### src/source/xbar_pkg.sv
package xbar_pkg;

	// Port counts
	localparam int N_MASTERS = 3;
	localparam int N_SLAVES  = 4;

	typedef logic [1:0] master_idx_t;
	typedef logic [1:0] slave_idx_t;

	// Slave k owns the k-th quarter of the address space
	localparam int SLAVE_SEL_LSB = 30;

	// Non-idle cycles before the channel is forced back to idle
	localparam int TIMEOUT_CYCLES = 15;

	typedef logic [3:0] tmo_cnt_t;

	// Write channel phases
	typedef enum logic [1:0]
	{
		WR_IDLE,
		WR_ADDR,
		WR_DATA,
		WR_RESP
	} wr_state_e;

endpackage

### src/source/axi_pkg.sv
package axi_pkg;

	// Bus widths
	localparam int ADDR_W = 32;
	localparam int DATA_W = 32;
	localparam int STRB_W = DATA_W / 8;

	typedef logic [ADDR_W-1:0] addr_t;
	typedef logic [DATA_W-1:0] data_t;
	typedef logic [STRB_W-1:0] strb_t;

	// Write response codes in AXI encoding
	typedef enum logic [1:0]
	{
		RESP_OKAY   = 2'b00,
		RESP_EXOKAY = 2'b01,
		RESP_SLVERR = 2'b10,
		RESP_DECERR = 2'b11
	} resp_e;

endpackage
### src/source/axi_wr_if.sv
`timescale 1ns/1ps

// Granted write request, master side to slave side
interface wr_req_if;
	logic           awvalid;
	axi_pkg::addr_t awaddr;
	logic           wvalid;
	axi_pkg::data_t wdata;
	axi_pkg::strb_t wstrb;
	logic           bready;

	modport src (output awvalid, awaddr, wvalid, wdata, wstrb, bready);
	modport dst (input awvalid, awaddr, wvalid, wdata, wstrb, bready);
	modport mon (input awvalid, awaddr, wvalid, wdata, wstrb, bready);
endinterface

// Response of the decoded slave, already gated by phase
interface wr_rsp_if;
	logic           awready;
	logic           wready;
	logic           bvalid;
	axi_pkg::resp_e bresp;

	modport src (output awready, wready, bvalid, bresp);
	modport dst (input awready, wready, bvalid, bresp);
	modport mon (input awready, wready, bvalid, bresp);
endinterface

### src/source/axi_lite_wr_xbar.sv
`timescale 1ns/1ps

module axi_lite_wr_xbar (
	input  logic           ACLK,
	input  logic           ARESETn,
	// Master ports
	input  logic           m0_awvalid_i, m1_awvalid_i, m2_awvalid_i,
	output logic           m0_awready_o, m1_awready_o, m2_awready_o,
	input  axi_pkg::addr_t m0_awaddr_i, m1_awaddr_i, m2_awaddr_i,
	input  logic           m0_wvalid_i, m1_wvalid_i, m2_wvalid_i,
	output logic           m0_wready_o, m1_wready_o, m2_wready_o,
	input  axi_pkg::data_t m0_wdata_i, m1_wdata_i, m2_wdata_i,
	input  axi_pkg::strb_t m0_wstrb_i, m1_wstrb_i, m2_wstrb_i,
	output logic           m0_bvalid_o, m1_bvalid_o, m2_bvalid_o,
	input  logic           m0_bready_i, m1_bready_i, m2_bready_i,
	output axi_pkg::resp_e m0_bresp_o, m1_bresp_o, m2_bresp_o,
	// Slave ports
	output logic           s0_awvalid_o, s1_awvalid_o, s2_awvalid_o, s3_awvalid_o,
	input  logic           s0_awready_i, s1_awready_i, s2_awready_i, s3_awready_i,
	output axi_pkg::addr_t s0_awaddr_o, s1_awaddr_o, s2_awaddr_o, s3_awaddr_o,
	output logic           s0_wvalid_o, s1_wvalid_o, s2_wvalid_o, s3_wvalid_o,
	input  logic           s0_wready_i, s1_wready_i, s2_wready_i, s3_wready_i,
	output axi_pkg::data_t s0_wdata_o, s1_wdata_o, s2_wdata_o, s3_wdata_o,
	output axi_pkg::strb_t s0_wstrb_o, s1_wstrb_o, s2_wstrb_o, s3_wstrb_o,
	input  logic           s0_bvalid_i, s1_bvalid_i, s2_bvalid_i, s3_bvalid_i,
	output logic           s0_bready_o, s1_bready_o, s2_bready_o, s3_bready_o,
	input  axi_pkg::resp_e s0_bresp_i, s1_bresp_i, s2_bresp_i, s3_bresp_i
);

	xbar_pkg::master_idx_t grant;
	logic                  grant_valid;
	logic                  idle;
	logic                  aw_en;
	logic                  w_en;
	logic                  b_en;

	logic [xbar_pkg::N_MASTERS-1:0]                 m_awready;
	logic [xbar_pkg::N_MASTERS-1:0]                 m_wready;
	logic [xbar_pkg::N_MASTERS-1:0]                 m_bvalid;
	axi_pkg::resp_e                                 m_bresp [xbar_pkg::N_MASTERS];
	logic [xbar_pkg::N_SLAVES-1:0]                  s_awvalid;
	axi_pkg::addr_t [xbar_pkg::N_SLAVES-1:0]        s_awaddr;
	logic [xbar_pkg::N_SLAVES-1:0]                  s_wvalid;
	axi_pkg::data_t [xbar_pkg::N_SLAVES-1:0]        s_wdata;
	axi_pkg::strb_t [xbar_pkg::N_SLAVES-1:0]        s_wstrb;
	logic [xbar_pkg::N_SLAVES-1:0]                  s_bready;
	axi_pkg::resp_e                                 s_bresp [xbar_pkg::N_SLAVES];

	wr_req_if req_bus ();
	wr_rsp_if rsp_bus ();

	wr_arbiter u_arbiter (
		.ACLK          (ACLK),
		.ARESETn       (ARESETn),
		.req_i         ({m2_awvalid_i, m1_awvalid_i, m0_awvalid_i}),
		.idle_i        (idle),
		.grant_o       (grant),
		.grant_valid_o (grant_valid)
	);

	wr_channel_ctrl u_ctrl (
		.ACLK          (ACLK),
		.ARESETn       (ARESETn),
		.grant_valid_i (grant_valid),
		.req           (req_bus),
		.rsp           (rsp_bus),
		.idle_o        (idle),
		.aw_en_o       (aw_en),
		.w_en_o        (w_en),
		.b_en_o        (b_en)
	);

	master_wr_mux u_mux (
		.grant_i       (grant),
		.grant_valid_i (grant_valid),
		.m_awvalid_i   ({m2_awvalid_i, m1_awvalid_i, m0_awvalid_i}),
		.m_awaddr_i    ({m2_awaddr_i, m1_awaddr_i, m0_awaddr_i}),
		.m_wvalid_i    ({m2_wvalid_i, m1_wvalid_i, m0_wvalid_i}),
		.m_wdata_i     ({m2_wdata_i, m1_wdata_i, m0_wdata_i}),
		.m_wstrb_i     ({m2_wstrb_i, m1_wstrb_i, m0_wstrb_i}),
		.m_bready_i    ({m2_bready_i, m1_bready_i, m0_bready_i}),
		.m_awready_o   (m_awready),
		.m_wready_o    (m_wready),
		.m_bvalid_o    (m_bvalid),
		.m_bresp_o     (m_bresp),
		.req           (req_bus),
		.rsp           (rsp_bus)
	);

	assign s_bresp = '{s0_bresp_i, s1_bresp_i, s2_bresp_i, s3_bresp_i};

	slave_wr_router u_router (
		.req           (req_bus),
		.rsp           (rsp_bus),
		.aw_en_i       (aw_en),
		.w_en_i        (w_en),
		.b_en_i        (b_en),
		.s_awvalid_o   (s_awvalid),
		.s_awaddr_o    (s_awaddr),
		.s_wvalid_o    (s_wvalid),
		.s_wdata_o     (s_wdata),
		.s_wstrb_o     (s_wstrb),
		.s_bready_o    (s_bready),
		.s_awready_i   ({s3_awready_i, s2_awready_i, s1_awready_i, s0_awready_i}),
		.s_wready_i    ({s3_wready_i, s2_wready_i, s1_wready_i, s0_wready_i}),
		.s_bvalid_i    ({s3_bvalid_i, s2_bvalid_i, s1_bvalid_i, s0_bvalid_i}),
		.s_bresp_i     (s_bresp)
	);

	// Master side outputs
	assign {m2_awready_o, m1_awready_o, m0_awready_o} = m_awready;
	assign {m2_wready_o, m1_wready_o, m0_wready_o} = m_wready;
	assign {m2_bvalid_o, m1_bvalid_o, m0_bvalid_o} = m_bvalid;
	assign m0_bresp_o = m_bresp[0];
	assign m1_bresp_o = m_bresp[1];
	assign m2_bresp_o = m_bresp[2];

	// Slave side outputs
	assign {s3_awvalid_o, s2_awvalid_o, s1_awvalid_o, s0_awvalid_o} = s_awvalid;
	assign {s3_awaddr_o, s2_awaddr_o, s1_awaddr_o, s0_awaddr_o} = s_awaddr;
	assign {s3_wvalid_o, s2_wvalid_o, s1_wvalid_o, s0_wvalid_o} = s_wvalid;
	assign {s3_wdata_o, s2_wdata_o, s1_wdata_o, s0_wdata_o} = s_wdata;
	assign {s3_wstrb_o, s2_wstrb_o, s1_wstrb_o, s0_wstrb_o} = s_wstrb;
	assign {s3_bready_o, s2_bready_o, s1_bready_o, s0_bready_o} = s_bready;

endmodule

### src/source/slave_wr_router.sv
`timescale 1ns/1ps

module slave_wr_router (
	wr_req_if.dst                                    req,
	wr_rsp_if.src                                    rsp,
	input  logic                                     aw_en_i,
	input  logic                                     w_en_i,
	input  logic                                     b_en_i,
	output logic [xbar_pkg::N_SLAVES-1:0]            s_awvalid_o,
	output axi_pkg::addr_t [xbar_pkg::N_SLAVES-1:0]  s_awaddr_o,
	output logic [xbar_pkg::N_SLAVES-1:0]            s_wvalid_o,
	output axi_pkg::data_t [xbar_pkg::N_SLAVES-1:0]  s_wdata_o,
	output axi_pkg::strb_t [xbar_pkg::N_SLAVES-1:0]  s_wstrb_o,
	output logic [xbar_pkg::N_SLAVES-1:0]            s_bready_o,
	input  logic [xbar_pkg::N_SLAVES-1:0]            s_awready_i,
	input  logic [xbar_pkg::N_SLAVES-1:0]            s_wready_i,
	input  logic [xbar_pkg::N_SLAVES-1:0]            s_bvalid_i,
	input  axi_pkg::resp_e                           s_bresp_i [xbar_pkg::N_SLAVES]
);

	xbar_pkg::slave_idx_t sel;

	// Decoded from the live address, so the master holds AWADDR until B
	assign sel = req.awaddr[xbar_pkg::SLAVE_SEL_LSB +: $bits(xbar_pkg::slave_idx_t)];

	always_comb
	begin
		for (int k = 0; k < xbar_pkg::N_SLAVES; k++)
		begin
			s_awvalid_o[k] = 1'b0;
			s_awaddr_o[k] = '0;
			s_wvalid_o[k] = 1'b0;
			s_wdata_o[k] = '0;
			s_wstrb_o[k] = '0;
			s_bready_o[k] = 1'b0;
			if (sel == xbar_pkg::slave_idx_t'(k))
			begin
				s_awvalid_o[k] = aw_en_i & req.awvalid;
				s_awaddr_o[k] = req.awaddr;
				s_wvalid_o[k] = w_en_i & req.wvalid;
				s_wdata_o[k] = req.wdata;
				s_wstrb_o[k] = req.wstrb;
				s_bready_o[k] = b_en_i & req.bready;
			end
		end
	end

	// Readies outside their phase would complete a handshake the FSM does not expect
	assign rsp.awready = aw_en_i & s_awready_i[sel];
	assign rsp.wready = w_en_i & s_wready_i[sel];
	assign rsp.bvalid = b_en_i & s_bvalid_i[sel];
	assign rsp.bresp = s_bresp_i[sel];

endmodule

### src/source/master_wr_mux.sv
`timescale 1ns/1ps

module master_wr_mux (
	input  xbar_pkg::master_idx_t                           grant_i,
	input  logic                                            grant_valid_i,
	input  logic [xbar_pkg::N_MASTERS-1:0]                  m_awvalid_i,
	input  axi_pkg::addr_t [xbar_pkg::N_MASTERS-1:0]        m_awaddr_i,
	input  logic [xbar_pkg::N_MASTERS-1:0]                  m_wvalid_i,
	input  axi_pkg::data_t [xbar_pkg::N_MASTERS-1:0]        m_wdata_i,
	input  axi_pkg::strb_t [xbar_pkg::N_MASTERS-1:0]        m_wstrb_i,
	input  logic [xbar_pkg::N_MASTERS-1:0]                  m_bready_i,
	output logic [xbar_pkg::N_MASTERS-1:0]                  m_awready_o,
	output logic [xbar_pkg::N_MASTERS-1:0]                  m_wready_o,
	output logic [xbar_pkg::N_MASTERS-1:0]                  m_bvalid_o,
	output axi_pkg::resp_e                                  m_bresp_o [xbar_pkg::N_MASTERS],
	wr_req_if.src                                           req,
	wr_rsp_if.dst                                           rsp
);

	logic [xbar_pkg::N_MASTERS-1:0] sel;

	// One-hot of the granted master or zero without a grant
	always_comb
	begin
		for (int k = 0; k < xbar_pkg::N_MASTERS; k++)
		begin
			sel[k] = grant_valid_i && (grant_i == xbar_pkg::master_idx_t'(k));
		end
	end

	always_comb
	begin
		req.awvalid = 1'b0;
		req.awaddr = '0;
		req.wvalid = 1'b0;
		req.wdata = '0;
		req.wstrb = '0;
		req.bready = 1'b0;
		for (int k = 0; k < xbar_pkg::N_MASTERS; k++)
		begin
			m_awready_o[k] = 1'b0;
			m_wready_o[k] = 1'b0;
			m_bvalid_o[k] = 1'b0;
			m_bresp_o[k] = axi_pkg::RESP_OKAY;
			if (sel[k])
			begin
				req.awvalid = m_awvalid_i[k];
				req.awaddr = m_awaddr_i[k];
				req.wvalid = m_wvalid_i[k];
				req.wdata = m_wdata_i[k];
				req.wstrb = m_wstrb_i[k];
				req.bready = m_bready_i[k];
				// Only the owner of the grant sees the slave's answers
				m_awready_o[k] = rsp.awready;
				m_wready_o[k] = rsp.wready;
				m_bvalid_o[k] = rsp.bvalid;
				m_bresp_o[k] = rsp.bresp;
			end
		end
	end

endmodule

### src/source/wr_channel_ctrl.sv
`timescale 1ns/1ps

module wr_channel_ctrl (
	input  logic  ACLK,
	input  logic  ARESETn,
	input  logic  grant_valid_i,
	wr_req_if.mon req,
	wr_rsp_if.mon rsp,
	output logic  idle_o,
	output logic  aw_en_o,
	output logic  w_en_o,
	output logic  b_en_o
);

	xbar_pkg::wr_state_e state;
	xbar_pkg::wr_state_e state_nxt;
	xbar_pkg::tmo_cnt_t  tmo_cnt;
	logic                timeout;
	logic                aw_hs;
	logic                w_hs;
	logic                b_hs;

	// Readies from the router are already phase gated
	assign aw_hs = req.awvalid & rsp.awready;
	assign w_hs = req.wvalid & rsp.wready;
	assign b_hs = rsp.bvalid & req.bready;

	assign timeout = (tmo_cnt == xbar_pkg::tmo_cnt_t'(xbar_pkg::TIMEOUT_CYCLES));

	always_comb
	begin
		state_nxt = state;
		case (state)
			xbar_pkg::WR_IDLE:
			begin
				if (grant_valid_i)
				begin
					state_nxt = aw_hs ? xbar_pkg::WR_DATA : xbar_pkg::WR_ADDR;
				end
			end
			xbar_pkg::WR_ADDR:
			begin
				if (aw_hs)
				begin
					state_nxt = xbar_pkg::WR_DATA;
				end
			end
			xbar_pkg::WR_DATA:
			begin
				if (w_hs)
				begin
					state_nxt = xbar_pkg::WR_RESP;
				end
			end
			xbar_pkg::WR_RESP:
			begin
				if (b_hs)
				begin
					state_nxt = xbar_pkg::WR_IDLE;
				end
			end
			default:
			begin
				state_nxt = xbar_pkg::WR_IDLE;
			end
		endcase
		// Stalled transfer is abandoned without a response
		if (timeout)
		begin
			state_nxt = xbar_pkg::WR_IDLE;
		end
	end

	always_ff @(posedge ACLK or negedge ARESETn)
	begin
		if (!ARESETn)
		begin
			state <= xbar_pkg::WR_IDLE;
			tmo_cnt <= '0;
		end
		else
		begin
			state <= state_nxt;
			if (idle_o || timeout)
			begin
				tmo_cnt <= '0;
			end
			else
			begin
				tmo_cnt <= tmo_cnt + 1'b1;
			end
		end
	end

	assign idle_o = (state == xbar_pkg::WR_IDLE);

	// One phase open at a time
	assign aw_en_o = (idle_o && grant_valid_i) || (state == xbar_pkg::WR_ADDR);
	assign w_en_o = (state == xbar_pkg::WR_DATA);
	assign b_en_o = (state == xbar_pkg::WR_RESP);

endmodule

### src/source/wr_arbiter.sv
`timescale 1ns/1ps

module wr_arbiter (
	input  logic                           ACLK,
	input  logic                           ARESETn,
	input  logic [xbar_pkg::N_MASTERS-1:0] req_i,
	input  logic                           idle_i,
	output xbar_pkg::master_idx_t          grant_o,
	output logic                           grant_valid_o
);

	xbar_pkg::master_idx_t pick;
	logic                  pick_valid;
	xbar_pkg::master_idx_t grant_r;
	logic                  grant_valid_r;

	// Fixed priority, lowest index wins
	always_comb
	begin
		pick = '0;
		pick_valid = 1'b0;
		for (int k = xbar_pkg::N_MASTERS - 1; k >= 0; k--)
		begin
			if (req_i[k])
			begin
				pick = xbar_pkg::master_idx_t'(k);
				pick_valid = 1'b1;
			end
		end
	end

	// Choice is sampled only while idle, then frozen for the transfer
	always_ff @(posedge ACLK or negedge ARESETn)
	begin
		if (!ARESETn)
		begin
			grant_r <= '0;
			grant_valid_r <= 1'b0;
		end
		else if (idle_i)
		begin
			grant_r <= pick;
			grant_valid_r <= pick_valid;
		end
	end

	// Live pick in idle so the AW handshake can finish in the first cycle
	assign grant_o = idle_i ? pick : grant_r;
	assign grant_valid_o = idle_i ? pick_valid : grant_valid_r;

endmodule

### config.mk
export PLATFORM = sky130hd
export DESIGN_NAME = axi_lite_wr_xbar
export DESIGN_NICKNAME = d
export VERILOG_FILES = /design/src/source/xbar_pkg.sv /design/src/source/axi_pkg.sv /design/src/source/axi_wr_if.sv /design/src/source/axi_lite_wr_xbar.sv /design/src/source/slave_wr_router.sv /design/src/source/master_wr_mux.sv /design/src/source/wr_channel_ctrl.sv /design/src/source/wr_arbiter.sv
export SDC_FILE = /design/constraint.sdc
export NUM_CORES = 1
export LEC_CHECK = 0
export BUFFER_PORTS_ARGS = -buffer_cell sky130_fd_sc_hd__buf_2
export CORE_AREA = 2 2 207 209
export DETAILED_ROUTE_END_ITERATION = 7
export DIE_AREA = 0 0 209 211
export GPL_TIMING_DRIVEN = 0
export PLACE_DENSITY_LB_ADDON = 0.05
export SYNTH_ARGS = -nofsm -noshare
export SYNTH_HDL_FRONTEND = slang
export SYNTH_SLANG_ARGS = --single-unit
export TNS_END_PERCENT = 1
### constraint.sdc
create_clock -name ACLK -period 2.65 [get_ports ACLK]
set_input_delay 0.1325 -clock ACLK [delete_from_list [all_inputs] [get_ports ACLK]]
set_output_delay 0.1325 -clock ACLK [all_outputs]
set_load 0.005 [all_outputs]
==> key figures, run 1 <==
Global routing
  – Initial antenna violation count: 6
  – Largest net degree at the start of global routing: 11
  – Global-route wire length before repair: between 50000 and 60000 microns
  – Vias in the first global route: between 7000 and 8000
  – Remaining global-route overflow: 0
  – Total GRT Usage: around 16%

Routing
  – Initial DRC count: 404
  – Vias: 7125
  – DR vias/cell: ~3.8
  – Number of routed nets with antenna violations: 0
  – Routed wire length: 37500 microns
  – WL/cell: roughly 20 microns
  – Drt pass-1 iters: 5
  – DR DRC count: 0

Die
  – Row cnt: 75
  – Die Y: between 200 and 250 microns
  – Core Area: around 42000 sq um
  – Die width: roughly 210 microns
  – Total Die Area: approximately 44000 sq um
  – Top-level I/O count: between 500 and 600
  – Initial core utilization: 9.39%

Synth
  – EDFF count, synth: 0
  – Top cells by area, synth: nor2_1 29%, mux2i_1 19%, nand2_1 14%
  – Top-area cell type share of the netlist area: 29.0%
  – Largest area contributor in the netlist: nor2_1
  – Syn Area/Cell: about 5.2 sq um
  – Async SR Flop Fraction: 100%
  – Post-synthesis sequential area ratio: 5.75%
  – Mapped Cells: ~750
  – Cell Area, Synth: 3920 sq um
  – Synth Register Bits: 9
  – Yosys warnings: 0
  – Post-synthesis cell type count: 49
  – Top_reg_cell synth: dfrtp_1

Cells and area
  – Final Core Density: 20.2%
  – Commonest non-fill, non-tap cell in the layout: buf_2
  – Final Net Count: between 1500 and 2000
  – Share of cells above drive strength 1: a little over half
  – Fin cells: approximately 1900
  – P&R area growth vs syn: 115%
  – Commonest non-fill, non-tap cells in the layout: 528 x buf_2, 284 x nor2_1, 123 x nand2_1
  – Design Area, Final: between 8000 and 9000 sq um

Timing
  – Final setup fails: 33
  – Max-slew violations: 0
  – RSZ-0062 raised after global routing: yes
  – Fin Clk Skew: 2.96 ps
  – Worst slew margin: 64.0%
  – Worst setup margin: -105 ps
  – Fin. Hold Viols: 0
  – Part of the cycle the worst path needs: 104%
  – Setup_tns: -1230 ps
  – Worst-margin pin slew: between 500 and 600 ps
  – Max Fclk: approximately 360 MHz
  – Post-layout min period: ~2800 ps

Clock network
  – Worst-path clk slew: 40 ps
  – Clock Latency Late Sink: between 200 and 250 ps
  – CTS H-Tree Depth: 1
  – Clock Path Buffers: 2
  – Root Driver: clkbuf_16
  – CTS tree: yes
  – TritonCTS Buffers: 3
  – Clock tree sinks: 9

Power
  – Leak: 4.75 nW
  – Overall power: ~12 mW
  – Pwr/cell area: 1420 nW/um^2
  – Peak supply drop: 0.439 mV

Worst setup path
  – Crit path required time: roughly 2500 ps
  – WP data arrival: 2620 ps
  – R2R cell count: 13
  – CP Class: flop to output pin
  – Critical Path Sink Type: output pin
  – Critical Path Source Type: flop
  – CP max FO: 8

Place
  – IO Port Bufs: about 530
  – Gp weighted congestion: 0.826
  – Dpl cell area: around 7300 sq um
  – Dpl cells: ~1800
  – Dpl hpwl: just over 30000 microns

Outcome
  – Status: finished with violations
  – Violated checks: setup timing

Job
  – Max cap viols: 0

Worst hold path
  – Hold crit path type: input port to asynchronous set/reset pin
worst paths after layout:
path	start	to	slack, ps
hold reg to reg	u_ctrl.tmo_cnt[0]	u_ctrl.tmo_cnt[0]	520
setup reg to reg	u_ctrl.state[0]	u_ctrl.state[1]	-20
setup / recovery	u_ctrl.state[0]	m0_bresp_o[1]	-110
max in group asynchronous	ARESETn	u_ctrl.state[0]	2170
min in group ACLK	u_ctrl.tmo_cnt[0]	u_ctrl.tmo_cnt[0]	520
hold / removal	ARESETn	u_arbiter.grant_r[1]	280
synthesized netlist by cell type, drive strengths merged, types with 2 or more instances:
cell,count
or3,4
nand3,8
or2,3
o21ai,78
and3,2
dfrtp,9
a31oi,2
nand2,145
a221oi,3
buf,23
mux2,4
a21oi,6
mux2i,74
nand2b,2
nor3,3
and2,4
clkbuf,44
nor4b,3
inv,11
ha,6
nor2,304
final cells by class:
class	count	area, sq um
antenna	4	10.0
buffer	67	757
fill	4930	33300
inverter	11	51.3
clock buffer	4	78.8
multi-input combinational	668	3740
timing repair buffer	556	2900
sequential	9	225
tap	539	674
what timing repair did:
item,CTS,global route
resized for setup,163,169
pin swaps,12,25
hold buffers,1,0
endpoints found under the hold margin,9,0
buffers inserted,23,3
setup endpoints to repair,298,292
cell families (layout without fill, tap and decap cells):
| logic type | count (synthesis) | count (layout) | share of synthesized area, % |
|---|---|---|---|
| xor gates and xnor gates | 1 | 1 | 0.223 |
| buffers and inverters | 78 | 638 | 8.75 |
| other | 1 | 8 | 0.0957 |
| muxes | 78 | 78 | 20.0 |
| and+or+nand+nor | 485 | 485 | 49.8 |
| DFF | 9 | 9 | 5.75 |
| adders and majority gates | 6 | 6 | 1.92 |
| AOI/OAI and AO/OA | 94 | 94 | 13.4 |
worst max-delay path, cell delays in order, from the launching register on:
cell and delay, ps:
dfrtp_1 390, inv_2 90, ha_4 180, and2b_2 280, o21ai_4 180, a21oi_4 100, o21ai_4 200, buf_8 180
buf_12 110, mux2_4 300, o21ai_4 160, nor2_1 60, buf_2 150
state kept, by name, indices dropped and copies added, names as in the netlist:
name                     flops
u_arbiter.grant_valid_r      1
u_ctrl.tmo_cnt               4
u_ctrl.state                 2
u_arbiter.grant_r            2
routing by layer:
| metal | share of wire [%] | wire length (microns) | global-route usage (%) | vias to the layer above |
|---|---|---|---|---|
| met1 | 41 | 15400 | 19.1 | 3234 |
| met2 | 51 | 19100 | 29.4 | 318 |
| met3 | 6.3 | 2340 | 3.18 | 28 |
| met4 | 1.6 | 606 | 2.68 | 4 |
| met5 | 0.093 | 35 | 0 | - |
| li1 | - | - | - | 3541 |
power breakdown:
part	leakage (nW)	switching [mW]	internal [mW]
Combinational	4.60	6.74	4.71
Sequential	0.112	0.0694	0.199
Clock	0.0382	0.0654	0.201
stage by stage:
stage	worst slack [ps]	hold WS (ps)
finish	-105	283
global route	-216	309
CTS	-85.0	295
detailed placement	-1720	14.1
global placement	-1830	20.8
floorplan	125	-163
No activity file was read; power rests on OpenSTA's default activity.
==> run 2: changes to the inputs <==
--- a/config.mk
+++ b/config.mk
@@ -11,6 +11,8 @@
 export DIE_AREA = 0 0 209 211
 export GPL_TIMING_DRIVEN = 0
 export PLACE_DENSITY_LB_ADDON = 0.05
+export REMOVE_ABC_BUFFERS = 1
+export SLEW_MARGIN = 20
 export SYNTH_ARGS = -nofsm -noshare
 export SYNTH_HDL_FRONTEND = slang
 export SYNTH_SLANG_ARGS = --single-unit
==> run 2 against run 1 <==
Effect of this change:
- the run still ends with setup timing left
- design area increased by 2.1%
- register-to-register slack got worse by 110 ps
- critical path depth up 1
- count of clock-buffer cells in the layout did not move
==> key figures, run 2 (synthesis results as in run 1) <==
Clock network
  – CTS tree: yes
  – Clock Path Buffers: 2
  – Clock Latency Late Sink: approximately 230 ps
  – Clock tree sinks: 9
  – CTS H-Tree Depth: 1
  – Root Driver: clkbuf_16
  – TritonCTS Buffers: 3
  – Worst-path clk slew: 40 ps

Routing
  – Vias: about 7200
  – DR DRC count: 0
  – Met2 WL: approximately 23000 microns
  – Routed wire length: 42800 microns
  – Number of routed nets with antenna violations: 0
  – WL/cell: 23.3 microns
  – Top routing layer used: met5
  – M1 WL: 17100 microns
  – Drt pass-1 iters: 5
  – DR vias/cell: 3.90
  – Met3 routed WL: around 2400 microns
  – Initial DRC count: ~350

Worst setup path
  – CP max FO: 6
  – R2R cell count: 12
  – Register-to-register setup slack: -130 ps
  – CP delay by family, top: simple AND/OR/NAND/NOR gates
  – Crit path required time: 2520 ps
  – Crit Reg-Reg Startpoint: u_ctrl.state[0]
  – WP data arrival: between 2000 and 3000 ps
  – Worst path buffer plus inverter count: 4
  – Critical Path Source Type: flop
  – Critical path, cell by cell: inv_2 -> ha_4 -> nand2b_4 -> o21ai_4 -> buf_16 -> and2_4 -> o21ai_4 -> buf_12 -> mux2_4 -> nor2_1 -> or3_4 -> nor2_1 -> buf_2
  – Setup crit start: u_ctrl.state[0]
  – R2R Path End: u_ctrl.state[1]
  – Crit path largest cell delay: between 300 and 400 ps
  – Critical Path Stages: 13
  – CP endpoint: m1_bvalid_o
  – Slowest CP cell: dfrtp_1
  – CP Class: flop to output pin
  – Critical Path Sink Type: output pin

Die
  – Initial core utilization: 9.39%
  – Row cnt: 75
  – Die Y: 211 microns
  – Die width: roughly 210 microns
  – Top-level I/O count: about 530
  – Total Die Area: between 40000 and 50000 sq um
  – Core Area: around 42000 sq um

Timing
  – Max Fclk: around 360 MHz
  – Worst slew margin: between 50% and 60%
  – Fin Clk Skew: 2.52 ps
  – Max-slew violations: 0
  – Final setup fails: ~110
  – Worst setup margin: -137 ps
  – Setup_tns: -4410 ps
  – RSZ-0062 raised after global routing: yes
  – Worst-margin pin slew: ~640 ps
  – Post-layout min period: between 2000 and 3000 ps
  – Part of the cycle the worst path needs: 105%
  – Fin. Hold Viols: 0

Global routing
  – Total GRT Usage: roughly 18%
  – Vias in the first global route: a little under 7000
  – Remaining global-route overflow: 0
  – Initial antenna violation count: 8
  – Largest net degree at the start of global routing: a little over 40
  – Global-route wire length before repair: about 57000 microns

Power
  – Leak: 4.77 nW
  – Pwr/cell area: roughly 1500 nW/um^2
  – Peak supply drop: about 0.56 mV

Place
  – Gp weighted congestion: between 0.7 and 0.8
  – Dpl hpwl: slightly below 30000 microns
  – IO Port Bufs: 529
  – Dpl cell area: between 7000 and 8000 sq um

Outcome
  – Violated checks: setup timing
  – Status: finished with violations

Cells and area
  – Final Net Count: between 1500 and 2000
  – Commonest non-fill, non-tap cell in the layout: buf_2
  – Commonest non-fill, non-tap cells in the layout: 521 x buf_2, 282 x nor2_1, 125 x nand2_1
  – P&R area growth vs syn: 120%
  – Share of cells above drive strength 1: around 54%
  – Largest Register: u_ctrl.tmo_cnt
  – Layout fillers: 4887
  – Design Area, Final: about 8600 sq um
  – Largest register FFs: 4
  – Biggest regs: u_ctrl.tmo_cnt x4, u_arbiter.grant_r x2, u_ctrl.state x2

Worst hold path
  – Hold crit path type: input port to asynchronous set/reset pin

Job
  – Max cap viols: 0
[run 2: cell types whose count changed in the layout (fill, tap and decap cells not counted), sizes merged]
cell    before  now
inv         11   15
nand2      145  148
bufbuf       0    3
buf        601  592
nand3        8   10
clkbuf      25    4
[run 2: worst min-delay path by stage]
stage | from | end | slack (ps)
6_report | ARESETn | u_ctrl.tmo_cnt[0] | 300
3_3_place_gp | ARESETn | u_ctrl.tmo_cnt[3] | 10
2_1_floorplan | ARESETn | u_arbiter.grant_r[0] | -160
5_1_grt | ARESETn | u_ctrl.tmo_cnt[0] | 310
4_1_cts | ARESETn | u_ctrl.tmo_cnt[0] | 300
3_5_place_dp | ARESETn | u_ctrl.tmo_cnt[0] | 10
[run 2: per-layer routing]
metal  up-vias  global-route usage, %
li1       3524                      -
met1      3352                   21.2
met2       272                   34.9
met3        28                   3.60
met4         8                   1.80
met5         -                      0
[run 2: report_power, final]
group	internal (mW)	total, mW	switching [mW]	leakage [nW]
clock network	0.202	0.272	0.0705	0.0382
registers	0.199	0.261	0.0625	0.112
logic	5.02	12.4	7.42	4.62
[run 2: layout make-up]
| cell class | instances | area, sq um | area share (%) |
|---|---|---|---|
| Antenna cell | 4 | 10.0 | 0.116 |
| Clock buffer | 4 | 78.8 | 0.915 |
| Inverter | 11 | 70.1 | 0.813 |
| Multi-Input combinational cell | 673 | 3830 | 44.4 |
| Sequential cell | 9 | 225 | 2.61 |
| Tap cell | 539 | 674 | 7.83 |
| Timing Repair Buffer | 596 | 3680 | 42.7 |
| Timing Repair inverter | 4 | 46.3 | 0.537 |
[run 2: through the flow]
stage	worst slack (ps)	cells	hold slack (ps)	util [%]	power (mW)
floorplan	-1530	688	-163	-	4.88
global placement	-5360	1756	12.7	16.7	7.81
detailed placement	-2040	1767	13.3	17.4	9.98
CTS	-136	1833	298	20.2	12.9
global route	-260	1838	310	20.6	14.1
finish	-137	1840	297	20.6	13.0
[run 2: what timing repair did]
item,in CTS,in global routing
buffers inserted,47,2
hold buffers,1,0
cloned,15,1
pin swaps,22,49
hold endpoints to repair,9,0
resized for setup,83,101
setup endpoints to repair,297,296
